<file path="src/hdl/cpu_params.svh">
// Data width, register file size, instruction field positions and reset PC

`ifndef CPU_PARAMS_SVH
`define CPU_PARAMS_SVH

// Data and address width
`define XLEN 32

// Register file
`define REG_COUNT 32
`define REG_ADDR_W 5

// Instruction fields
`define OPCODE_MSB 31
`define OPCODE_LSB 26
`define RD_MSB 25
`define RS_MSB 20
`define RT_MSB 15
`define IMM_W 16

// First fetch address
`define RESET_PC 32'h0000_0000

`endif

</file>
<file path="src/hdl/cpuPkg.sv">
// Opcode, control state and forwarding enums plus the stage bus structs

`include "cpu_params.svh"

package cpuPkg;

	typedef enum logic [`OPCODE_MSB-`OPCODE_LSB:0] {
		opNop   = 6'h00,
		opAdd   = 6'h01,
		opSub   = 6'h02,
		opAnd   = 6'h03,
		opOr    = 6'h04,
		opXor   = 6'h05,
		opAddi  = 6'h08,
		opLoad  = 6'h10,
		opStore = 6'h11,
		opHalt  = 6'h3f
	} opcode_t;

	typedef enum logic [1:0] {
		stRun,
		stMemWait,
		stDrain,
		stHalted
	} ctrlState_t;

	typedef enum logic [1:0] {
		fwdNone,
		fwdMem,
		fwdWb
	} fwdSel_t;

	// rt holds the second source register, which is rd for a store
	typedef struct packed {
		logic valid;
		opcode_t op;
		logic [`REG_ADDR_W-1:0] rd;
		logic [`REG_ADDR_W-1:0] rs;
		logic [`REG_ADDR_W-1:0] rt;
		logic [`XLEN-1:0] opA;
		logic [`XLEN-1:0] opB;
		logic [`XLEN-1:0] imm;
	} idExBus_t;

	typedef struct packed {
		logic valid;
		opcode_t op;
		logic [`REG_ADDR_W-1:0] rd;
		logic [`XLEN-1:0] result;
		logic [`XLEN-1:0] storeData;
		logic we;
	} exMemBus_t;

	typedef struct packed {
		logic we;
		logic [`REG_ADDR_W-1:0] addr;
		logic [`XLEN-1:0] data;
		logic halt;
	} wbBus_t;

	typedef struct packed {
		logic valid;
		logic write;
		logic [`XLEN-1:0] addr;
		logic [`XLEN-1:0] wrData;
	} dataReq_t;

endpackage

</file>
<file path="src/hdl/pipelineControl.sv">
// Pipeline control FSM with stall, drain and halt generation

`timescale 1ns/1ns

module pipelineControl (
	input  logic clk,
	input  logic rst_n,
	input  logic memBusy,
	input  logic loadUseHazard,
	input  logic haltDecoded,
	input  logic haltRetired,
	output logic stallAll,
	output logic stallFront,
	output logic drain,
	output logic halt
);

	cpuPkg::ctrlState_t state;
	cpuPkg::ctrlState_t stateNext;
	logic haltAccepted;

	assign stallAll = memBusy;
	assign stallFront = loadUseHazard && !memBusy;

	// Halt moves into ID/EX only when nothing holds the front end
	assign haltAccepted = haltDecoded && !stallAll && !stallFront;

	assign drain = (state == cpuPkg::stDrain) || (state == cpuPkg::stHalted);
	assign halt = haltRetired || (state == cpuPkg::stHalted);

	always_comb begin
		stateNext = state;
		case (state)
			cpuPkg::stRun, cpuPkg::stMemWait: begin
				if (haltAccepted)
					stateNext = cpuPkg::stDrain;
				else if (memBusy)
					stateNext = cpuPkg::stMemWait;
				else
					stateNext = cpuPkg::stRun;
			end
			// Older loads and stores may still wait on the data port here
			cpuPkg::stDrain: begin
				if (haltRetired)
					stateNext = cpuPkg::stHalted;
			end
			default: stateNext = cpuPkg::stHalted;
		endcase
	end

	always_ff @(posedge clk) begin
		if (!rst_n)
			state <= cpuPkg::stRun;
		else
			state <= stateNext;
	end

	// Sticky until reset
	haltHeld: assert property (@(posedge clk) disable iff (!rst_n) halt |=> halt);

endmodule

</file>
<file path="src/hdl/fetchUnit.sv">
// Program counter, instruction port requests and the fetched instruction buffer

`timescale 1ns/1ns

`include "cpu_params.svh"

module fetchUnit (
	input  logic clk,
	input  logic rst_n,
	input  logic stallFront,
	input  logic stallAll,
	input  logic drain,
	output logic [`XLEN-1:0] instrAddr,
	output logic instrValid,
	input  logic [`XLEN-1:0] instrData,
	input  logic instrReady,
	output logic [`XLEN-1:0] fetched,
	output logic fetchedValid
);

	logic [`XLEN-1:0] pc;
	logic bufValid;
	logic started;
	logic pending;
	logic consume;
	logic room;
	logic accept;

	// Decode takes the buffered word whenever it is not stalled
	assign consume = bufValid && !stallAll && !stallFront;
	assign room = !bufValid || consume;

	// An open request stays up until accepted, even once draining starts
	assign instrValid = pending || (started && !drain && room);
	assign instrAddr = pc;
	assign accept = instrValid && instrReady;
	assign fetchedValid = bufValid;

	always_ff @(posedge clk) begin
		if (!rst_n) begin
			pc <= `RESET_PC;
			bufValid <= 1'b0;
			started <= 1'b0;
			pending <= 1'b0;
		end else begin
			started <= 1'b1;
			pending <= instrValid && !instrReady;
			if (accept) begin
				pc <= pc + `XLEN'(4);
				bufValid <= 1'b1;
			end else if (consume) begin
				bufValid <= 1'b0;
			end
		end
	end

	always_ff @(posedge clk) begin
		if (accept)
			fetched <= instrData;
	end

	addrHeld: assert property (@(posedge clk) disable iff (!rst_n)
		instrValid && !instrReady |=> instrValid && $stable(instrAddr));

endmodule

</file>
<file path="src/hdl/registerFile.sv">
// Three read port register file with write-through bypass and a zero register

`timescale 1ns/1ns

`include "cpu_params.svh"

module registerFile (
	input  logic clk,
	input  logic rst_n,
	input  logic [`REG_ADDR_W-1:0] rsAddr,
	input  logic [`REG_ADDR_W-1:0] rtAddr,
	input  logic [`REG_ADDR_W-1:0] rdAddr,
	output logic [`XLEN-1:0] rsData,
	output logic [`XLEN-1:0] rtData,
	output logic [`XLEN-1:0] rdData,
	input  cpuPkg::wbBus_t wb
);

	logic [`XLEN-1:0] regs [`REG_COUNT];

	function automatic logic [`XLEN-1:0] readPort(
		input logic [`REG_ADDR_W-1:0] addr,
		input logic [`XLEN-1:0] stored,
		input cpuPkg::wbBus_t wbIn
	);
		if (addr == '0)
			return '0;
		// Same cycle write shows up at once
		if (wbIn.we && wbIn.addr == addr)
			return wbIn.data;
		return stored;
	endfunction

	assign rsData = readPort(rsAddr, regs[rsAddr], wb);
	assign rtData = readPort(rtAddr, regs[rtAddr], wb);
	assign rdData = readPort(rdAddr, regs[rdAddr], wb);

	always_ff @(posedge clk) begin
		if (!rst_n) begin
			for (int i = 0; i < `REG_COUNT; i++)
				regs[i] <= '0;
		end else if (wb.we && wb.addr != '0) begin
			regs[wb.addr] <= wb.data;
		end
	end

endmodule

</file>
<file path="src/hdl/decodeStage.sv">
// Instruction field split, opcode decode and the ID/EX register

`timescale 1ns/1ns

`include "cpu_params.svh"

module decodeStage (
	input  logic clk,
	input  logic rst_n,
	input  logic [`XLEN-1:0] fetched,
	input  logic fetchedValid,
	input  logic stallAll,
	input  logic stallFront,
	input  logic drain,
	output logic [`REG_ADDR_W-1:0] rsAddr,
	output logic [`REG_ADDR_W-1:0] rtAddr,
	output logic [`REG_ADDR_W-1:0] rdAddr,
	input  logic [`XLEN-1:0] rsData,
	input  logic [`XLEN-1:0] rtData,
	input  logic [`XLEN-1:0] rdData,
	output logic [`REG_ADDR_W-1:0] nextRs,
	output logic [`REG_ADDR_W-1:0] nextRt,
	output cpuPkg::idExBus_t idEx,
	output logic haltDecoded
);

	cpuPkg::opcode_t op;
	cpuPkg::idExBus_t idExNext;
	logic [`XLEN-1:0] immExt;
	logic decValid;
	logic usesRs;
	logic usesRt;
	logic isStore;

	assign rsAddr = fetched[`RS_MSB -: `REG_ADDR_W];
	assign rtAddr = fetched[`RT_MSB -: `REG_ADDR_W];
	assign rdAddr = fetched[`RD_MSB -: `REG_ADDR_W];
	assign immExt = {{(`XLEN-`IMM_W){fetched[`IMM_W-1]}}, fetched[`IMM_W-1:0]};

	// Everything behind a decoded halt becomes a bubble
	assign decValid = fetchedValid && !drain;

	always_comb begin
		case (fetched[`OPCODE_MSB:`OPCODE_LSB])
			cpuPkg::opAdd, cpuPkg::opSub, cpuPkg::opAnd, cpuPkg::opOr, cpuPkg::opXor,
			cpuPkg::opAddi, cpuPkg::opLoad, cpuPkg::opStore, cpuPkg::opHalt:
				op = cpuPkg::opcode_t'(fetched[`OPCODE_MSB:`OPCODE_LSB]);
			default: op = cpuPkg::opNop;
		endcase
	end

	assign isStore = (op == cpuPkg::opStore);
	assign usesRt = (op == cpuPkg::opAdd) || (op == cpuPkg::opSub) || (op == cpuPkg::opAnd)
		|| (op == cpuPkg::opOr) || (op == cpuPkg::opXor);
	assign usesRs = usesRt || isStore || (op == cpuPkg::opAddi) || (op == cpuPkg::opLoad);

	// Unused sources read as r0 so they never forward or stall
	assign nextRs = (decValid && usesRs) ? rsAddr : '0;
	assign nextRt = !decValid ? '0 : (isStore ? rdAddr : (usesRt ? rtAddr : '0));
	assign haltDecoded = decValid && (op == cpuPkg::opHalt);

	always_comb begin
		idExNext.valid = decValid && !stallFront;
		idExNext.op = op;
		idExNext.rd = rdAddr;
		idExNext.rs = nextRs;
		idExNext.rt = nextRt;
		idExNext.opA = rsData;
		idExNext.opB = isStore ? rdData : rtData;
		idExNext.imm = immExt;
	end

	always_ff @(posedge clk) begin
		if (!rst_n)
			idEx.valid <= 1'b0;
		else if (!stallAll)
			idEx <= idExNext;
	end

endmodule

</file>
<file path="src/hdl/executeStage.sv">
// Operand forwarding, ALU, load-use detection and the EX/MEM register

`timescale 1ns/1ns

`include "cpu_params.svh"

module executeStage (
	input  logic clk,
	input  logic rst_n,
	input  logic stallAll,
	input  cpuPkg::idExBus_t idEx,
	input  logic [`REG_ADDR_W-1:0] nextRs,
	input  logic [`REG_ADDR_W-1:0] nextRt,
	input  cpuPkg::exMemBus_t memFwd,
	input  cpuPkg::wbBus_t wb,
	output cpuPkg::exMemBus_t exMem,
	output logic loadUseHazard
);

	cpuPkg::fwdSel_t selA;
	cpuPkg::fwdSel_t selB;
	cpuPkg::exMemBus_t exMemNext;
	logic [`XLEN-1:0] valA;
	logic [`XLEN-1:0] valB;
	logic [`XLEN-1:0] aluOut;
	logic writesReg;

	function automatic cpuPkg::fwdSel_t pickSource(
		input logic [`REG_ADDR_W-1:0] src,
		input cpuPkg::exMemBus_t memSide,
		input cpuPkg::wbBus_t wbSide
	);
		if (src == '0)
			return cpuPkg::fwdNone;
		// A load in MEM has only its address, the load-use stall covers it
		if (memSide.valid && memSide.we && memSide.op != cpuPkg::opLoad && memSide.rd == src)
			return cpuPkg::fwdMem;
		if (wbSide.we && wbSide.addr == src)
			return cpuPkg::fwdWb;
		return cpuPkg::fwdNone;
	endfunction

	function automatic logic [`XLEN-1:0] forwardValue(
		input cpuPkg::fwdSel_t sel,
		input logic [`XLEN-1:0] regValue,
		input logic [`XLEN-1:0] memValue,
		input logic [`XLEN-1:0] wbValue
	);
		case (sel)
			cpuPkg::fwdMem: return memValue;
			cpuPkg::fwdWb: return wbValue;
			default: return regValue;
		endcase
	endfunction

	assign selA = pickSource(idEx.rs, memFwd, wb);
	assign selB = pickSource(idEx.rt, memFwd, wb);
	assign valA = forwardValue(selA, idEx.opA, memFwd.result, wb.data);
	assign valB = forwardValue(selB, idEx.opB, memFwd.result, wb.data);

	always_comb begin
		writesReg = 1'b1;
		case (idEx.op)
			cpuPkg::opAdd: aluOut = valA + valB;
			cpuPkg::opSub: aluOut = valA - valB;
			cpuPkg::opAnd: aluOut = valA & valB;
			cpuPkg::opOr: aluOut = valA | valB;
			cpuPkg::opXor: aluOut = valA ^ valB;
			cpuPkg::opAddi, cpuPkg::opLoad: aluOut = valA + idEx.imm;
			cpuPkg::opStore: begin
				aluOut = valA + idEx.imm;
				writesReg = 1'b0;
			end
			default: begin
				aluOut = '0;
				writesReg = 1'b0;
			end
		endcase
	end

	always_comb begin
		exMemNext.valid = idEx.valid;
		exMemNext.op = idEx.op;
		exMemNext.rd = idEx.rd;
		exMemNext.result = aluOut;
		exMemNext.storeData = valB;
		exMemNext.we = idEx.valid && writesReg;
	end

	// Load in EX feeding the instruction now in decode
	assign loadUseHazard = idEx.valid && (idEx.op == cpuPkg::opLoad) && (idEx.rd != '0)
		&& ((idEx.rd == nextRs) || (idEx.rd == nextRt));

	always_ff @(posedge clk) begin
		if (!rst_n) begin
			exMem.valid <= 1'b0;
			exMem.we <= 1'b0;
		end else if (!stallAll) begin
			exMem <= exMemNext;
		end
	end

endmodule

</file>
<file path="src/hdl/memoryStage.sv">
// Data port requests, load data capture and the MEM/WB register

`timescale 1ns/1ns

`include "cpu_params.svh"

module memoryStage (
	input  logic clk,
	input  logic rst_n,
	input  cpuPkg::exMemBus_t exMem,
	output cpuPkg::dataReq_t dataReq,
	input  logic [`XLEN-1:0] dataRdData,
	input  logic dataReady,
	output logic memBusy,
	output cpuPkg::wbBus_t wb,
	output logic haltRetired
);

	logic isLoad;
	logic isStore;
	logic [`XLEN-1:0] wbValue;

	assign isLoad = exMem.valid && (exMem.op == cpuPkg::opLoad);
	assign isStore = exMem.valid && (exMem.op == cpuPkg::opStore);

	always_comb begin
		dataReq.valid = isLoad || isStore;
		dataReq.write = isStore;
		dataReq.addr = exMem.result;
		dataReq.wrData = exMem.storeData;
	end

	// Whole pipeline waits on the data port
	assign memBusy = dataReq.valid && !dataReady;
	assign wbValue = isLoad ? dataRdData : exMem.result;

	always_ff @(posedge clk) begin
		if (!rst_n) begin
			wb.we <= 1'b0;
			wb.halt <= 1'b0;
		end else if (!memBusy) begin
			wb.we <= exMem.valid && exMem.we;
			wb.addr <= exMem.rd;
			wb.data <= wbValue;
			wb.halt <= exMem.valid && (exMem.op == cpuPkg::opHalt);
		end
	end

	assign haltRetired = wb.halt;

	// Frozen EX/MEM keeps an unanswered request unchanged
	reqHeld: assert property (@(posedge clk) disable iff (!rst_n)
		dataReq.valid && !dataReady |=> dataReq.valid && $stable(dataReq));

endmodule

</file>
<file path="src/hdl/cpuTop.sv">
// Five-stage core top level connecting control, fetch, decode, execute and memory

`timescale 1ns/1ns

`include "cpu_params.svh"

module cpuTop (
	input  logic clk,
	input  logic rst_n,
	output logic [`XLEN-1:0] instrAddr,
	output logic instrValid,
	input  logic [`XLEN-1:0] instrData,
	input  logic instrReady,
	output cpuPkg::dataReq_t dataReq,
	input  logic [`XLEN-1:0] dataRdData,
	input  logic dataReady,
	output logic halt
);

	logic stallAll;
	logic stallFront;
	logic drain;
	logic memBusy;
	logic loadUseHazard;
	logic haltDecoded;
	logic haltRetired;
	logic [`XLEN-1:0] fetched;
	logic fetchedValid;
	logic [`REG_ADDR_W-1:0] rsAddr;
	logic [`REG_ADDR_W-1:0] rtAddr;
	logic [`REG_ADDR_W-1:0] rdAddr;
	logic [`REG_ADDR_W-1:0] nextRs;
	logic [`REG_ADDR_W-1:0] nextRt;
	logic [`XLEN-1:0] rsData;
	logic [`XLEN-1:0] rtData;
	logic [`XLEN-1:0] rdData;
	cpuPkg::idExBus_t idEx;
	cpuPkg::exMemBus_t exMem;
	cpuPkg::wbBus_t wb;

	pipelineControl control (
		.clk(clk),
		.rst_n(rst_n),
		.memBusy(memBusy),
		.loadUseHazard(loadUseHazard),
		.haltDecoded(haltDecoded),
		.haltRetired(haltRetired),
		.stallAll(stallAll),
		.stallFront(stallFront),
		.drain(drain),
		.halt(halt)
	);

	fetchUnit fetch (
		.clk(clk),
		.rst_n(rst_n),
		.stallFront(stallFront),
		.stallAll(stallAll),
		.drain(drain),
		.instrAddr(instrAddr),
		.instrValid(instrValid),
		.instrData(instrData),
		.instrReady(instrReady),
		.fetched(fetched),
		.fetchedValid(fetchedValid)
	);

	registerFile regs (
		.clk(clk),
		.rst_n(rst_n),
		.rsAddr(rsAddr),
		.rtAddr(rtAddr),
		.rdAddr(rdAddr),
		.rsData(rsData),
		.rtData(rtData),
		.rdData(rdData),
		.wb(wb)
	);

	decodeStage decode (
		.clk(clk),
		.rst_n(rst_n),
		.fetched(fetched),
		.fetchedValid(fetchedValid),
		.stallAll(stallAll),
		.stallFront(stallFront),
		.drain(drain),
		.rsAddr(rsAddr),
		.rtAddr(rtAddr),
		.rdAddr(rdAddr),
		.rsData(rsData),
		.rtData(rtData),
		.rdData(rdData),
		.nextRs(nextRs),
		.nextRt(nextRt),
		.idEx(idEx),
		.haltDecoded(haltDecoded)
	);

	// MEM forwarding taps the EX/MEM register straight back
	executeStage execute (
		.clk(clk),
		.rst_n(rst_n),
		.stallAll(stallAll),
		.idEx(idEx),
		.nextRs(nextRs),
		.nextRt(nextRt),
		.memFwd(exMem),
		.wb(wb),
		.exMem(exMem),
		.loadUseHazard(loadUseHazard)
	);

	memoryStage memory (
		.clk(clk),
		.rst_n(rst_n),
		.exMem(exMem),
		.dataReq(dataReq),
		.dataRdData(dataRdData),
		.dataReady(dataReady),
		.memBusy(memBusy),
		.wb(wb),
		.haltRetired(haltRetired)
	);

endmodule

</file>
<file path="config.mk">
export PLATFORM = sky130hd
export DESIGN_NAME = cpuTop
export DESIGN_NICKNAME = d
export VERILOG_FILES = /design/src/hdl/cpuPkg.sv /design/src/hdl/pipelineControl.sv /design/src/hdl/fetchUnit.sv /design/src/hdl/registerFile.sv /design/src/hdl/decodeStage.sv /design/src/hdl/executeStage.sv /design/src/hdl/memoryStage.sv /design/src/hdl/cpuTop.sv
export VERILOG_INCLUDE_DIRS = /design/src /design/src/hdl
export SDC_FILE = /design/constraint.sdc
export NUM_CORES = 2
export LEC_CHECK = 0
export CORE_ASPECT_RATIO = 0.5
export CORE_MARGIN = 5
export CORE_UTILIZATION = 45
export DETAILED_ROUTE_END_ITERATION = 8
export DONT_BUFFER_PORTS = 1
export SLEW_MARGIN = 40
export SYNTH_ARGS = -nofsm -noshare
export SYNTH_HDL_FRONTEND = slang
export SYNTH_SLANG_ARGS = --single-unit
</file>
<file path="constraint.sdc">
create_clock -name clk -period 17.1 [get_ports clk]
set_input_delay 5.13 -clock clk [delete_from_list [all_inputs] [get_ports clk]]
set_output_delay 5.13 -clock clk [all_outputs]
set_load 0.005 [all_outputs]
</file>
==> flow_metrics.env <==
export IMPL_outcome="completed"
export IMPL_drtPass1Iterations=6
export IMPL_detail_route_antenna_nets=0
export IMPL_worst_setup_path_end_kind="output pin"
export IMPL_p_int_mw=6.08
export IMPL_syn_instance_count=5524
export IMPL_drive_above_1_share_pct=28.7
export IMPL_place_ws_ns=5.69
export IMPL_cts_setup_buffers=0
export IMPL_worst_pin_slew_ns=1.00
export IMPL_grt_pass1_wl_um=410000
export IMPL_drt_total_wl_um=295000
export IMPL_root_buffer="clkbuf_16"
export IMPL_grt_ovfl_total=0
export IMPL_antenna_found_initial=48
export IMPL_power_switching_mw=2.44
export IMPL_die_h_um=309
export IMPL_p_per_area_nw_per_um2=96.8
export IMPL_portBuffers=0
export IMPL_clkSlewWorstSetupHoldPaths_ns=0.06
export IMPL_peakVddDrop_mv=0.0810
export IMPL_first_global_vias=52500
export IMPL_yosys_area_top_type="edfxtp_1"
export IMPL_postSynth_asyncResetShare_pct=0
export IMPL_syn_area_um2=80500
export IMPL_synth_top_cell_area_share_pct=47.4
export IMPL_slowest_delay_ns=0.58
export IMPL_fill_cells=14600
export IMPL_place_gp_congestion=0.871
export IMPL_power_mw=8.52
export IMPL_start_util_pct=45.4
export IMPL_grt_setup_unrepaired="false"
export IMPL_layout_nets=5416
export IMPL_die_area_um2=188000
export IMPL_finalCritPeriodShare_pct=66.8
export IMPL_coreArea_um2=177000
export IMPL_cts_sink_count=1324
export IMPL_crit_required_ns=11.97
export IMPL_die_w_um=608
export IMPL_grt_max_degree=117
export IMPL_tritoncts="built"
export IMPL_rows=109
export IMPL_path_cells="nor2_1 -> a31o_1 -> o21ai_1 -> a21o_1"
export IMPL_wl_per_cell_um=38.1
export IMPL_maxCapViolations=0
export IMPL_max_slew_margin_pct=33.2
export IMPL_p_leak_nw=30.6
export IMPL_whs_ns=0.425
export IMPL_via_per_inst=7.00
export IMPL_final_cells=7752
export IMPL_yosys_most_used_dff="edfxtp_1"
export IMPL_synth_area_leaders="edfxtp_1, mux4_2, and2_1, clkbuf_1, ha_1"
export IMPL_cpMaxStageDelayCell="nor2_1"
export IMPL_period_minus_slack_ns=11.42
export IMPL_seq_area_um2=39300
export IMPL_area_growth_pct=9.37
export IMPL_min_delay_path_class="reg -> reg"
export IMPL_cp_start_kind="input pin"
export IMPL_boundaryPins=168
export IMPL_vias=54300
export IMPL_cp_arrival_ns=6.29
export IMPL_slew_violations=0
export IMPL_layout_setup_ws_ns=5.68
export IMPL_syn_avg_cell_area_um2=14.6
export IMPL_seqPwrFrac_pct=45.6
export IMPL_remaining_drc_errors=0
export IMPL_cts_hold_buf=0
export IMPL_grt_use_total_pct=31.1
export IMPL_dp_hpwl_um=176000
export IMPL_ys_types=80
export IMPL_synth_warnings=0
export IMPL_worstSetupPathType="in -> out"
export IMPL_setup_tns_ns=0
export IMPL_combPwrFrac_pct=19.2
export IMPL_hold_viol_final=0
export IMPL_r2r_slack_ns=9.49
export IMPL_critPathMaxFanout=10
export IMPL_clock_latency_ns=0.81
export IMPL_synth_seq_area_share_pct=48.7
export IMPL_cts_buffers=135
export IMPL_ys_seq_elements=1324
export IMPL_multi_input_area_um2=39100
export IMPL_max_freq_mhz=87.6
export IMPL_clock_path_buffers=3
export IMPL_drt_iter0_markers=9806
export IMPL_ctsResizeCount=0
export IMPL_finClkSkew_ns=0.0313
export IMPL_p_sw_share_pct=28.6
export IMPL_htreeDepth=4
export IMPL_setup_violations_final=0
export IMPL_clockPowerShare_pct=35.2
export IMPL_synth_edf_count=1269
export IMPL_dp_cells=7486
worst max-delay path: cells and delay by family:
family / cells / cell delay (ns)
and+or+nand+nor: 1 / 0.58
AOI/OAI and AO/OA: 3 / 0.58
worst paths after layout:
kind,cells past startpoint,end,startpoint
worst min register to register,0,decode.idEx[1]$_DFFE_PP_,fetch.fetched[1]$_DFFE_PN_
worst min-delay path,0,decode.idEx[1]$_DFFE_PP_,fetch.fetched[1]$_DFFE_PN_
worst max-delay path,4,instrValid,dataReady
worst max register to register,26,execute.exMem[64]$_DFFE_PP_,execute.exMem[73]$_DFFE_PP_
flip-flops by register name (all words and copies together), names as in the netlist, named ones only:
signal and count:
control.state 2, decode.idEx 102, execute.exMem 77, fetch.fetched 32, fetch.fetchedValid 1, fetch.instrAddr 30, fetch.pending 1, fetch.started 1
memory.haltRetired 1, memory.wb 38, regs.regs 1024
layout make-up:
type	instances	area share [%]
repair buffers	198	2.25
inverters	92	0.395
flip-flops and latches	1324	44.6
clock inverters	60	0.630
multi-input cells	3495	44.5
well taps	2386	3.39
diodes	21	0.0597
clock buffers	176	4.19
synth_stat cells, types with 20 or more instances:
library cell and instances:
o21ai_1 27, xor2_1 51, o21ai_0 111, inv_1 89, clkbuf_1 458, buf_4 71, edfxtp_1 1269, nor2_1 223
ha_1 101, mux4_2 960, nor2b_1 27, a211oi_1 41, o221ai_1 22, buf_2 20, o22ai_1 46, buf_1 93
mux2_2 34, nand3_1 32, nand2_1 107, a22oi_1 52, nand4_1 29, xnor2_1 44, dfxtp_1 55, a21oi_1 131
mux2i_1 106, a22o_1 32, nor3_1 53, and2_1 1004
per-layer routing:
layer  share of wire, %  global-route usage [%]
met2                 43                    45.7
met3                 16                    12.4
met5              0.023                       0
met1                 37                    42.2
met4                3.7                    10.8
placed cells by master, fill, tap and decap left out, types with 44 or more instances in the layout:
master,synthesis,final
edfxtp_1,1269,1269
and2_1,1004,1004
mux4_2,960,960
nor2_1,223,190
clkbuf_16,0,142
buf_4,71,134
a21oi_1,131,131
nand2_1,107,107
ha_1,101,99
mux2i_1,106,94
inv_1,89,89
o21ai_0,111,79
a22oi_1,52,52
xor2_1,51,51
nor3_1,53,50
xnor2_1,44,44
per-stage QoR:
stage               cell area [um2]  util (%)
floorplan                     80600         -
global placement              82900      46.8
detailed placement            83400      47.1
CTS                           87700      49.5
global route                  87900      49.6
finish                        88000      49.7
power by group through the flow:
| stage | sequential (mW) | combinational [mW] | clock [mW] |
|---|---|---|---|
| global route | 3.90 | 1.71 | 3.15 |
| detailed placement | 3.95 | 1.58 | 0 |
| CTS | 3.88 | 1.58 | 3.02 |
| global placement | 3.95 | 1.53 | 0 |
| floorplan | 3.86 | 1.11 | 0 |
| finish | 3.88 | 1.64 | 2.99 |
logic make-up (layout without fill, tap and decap cells):
kind of cell	count (synthesis)	count (layout)	synth area share, %
adders and majority gates	102	102	1.60
xor gates and xnor gates	95	95	1.03
other	1	55	0.00466
and+or+nand+nor	1581	1581	11.3
DFF	1324	1324	48.7
AOI/OAI and AO/OA	572	572	4.68
buffers and inverters	738	526	3.84
muxes	1111	1111	28.8
Power figures use the tool's default switching activity.
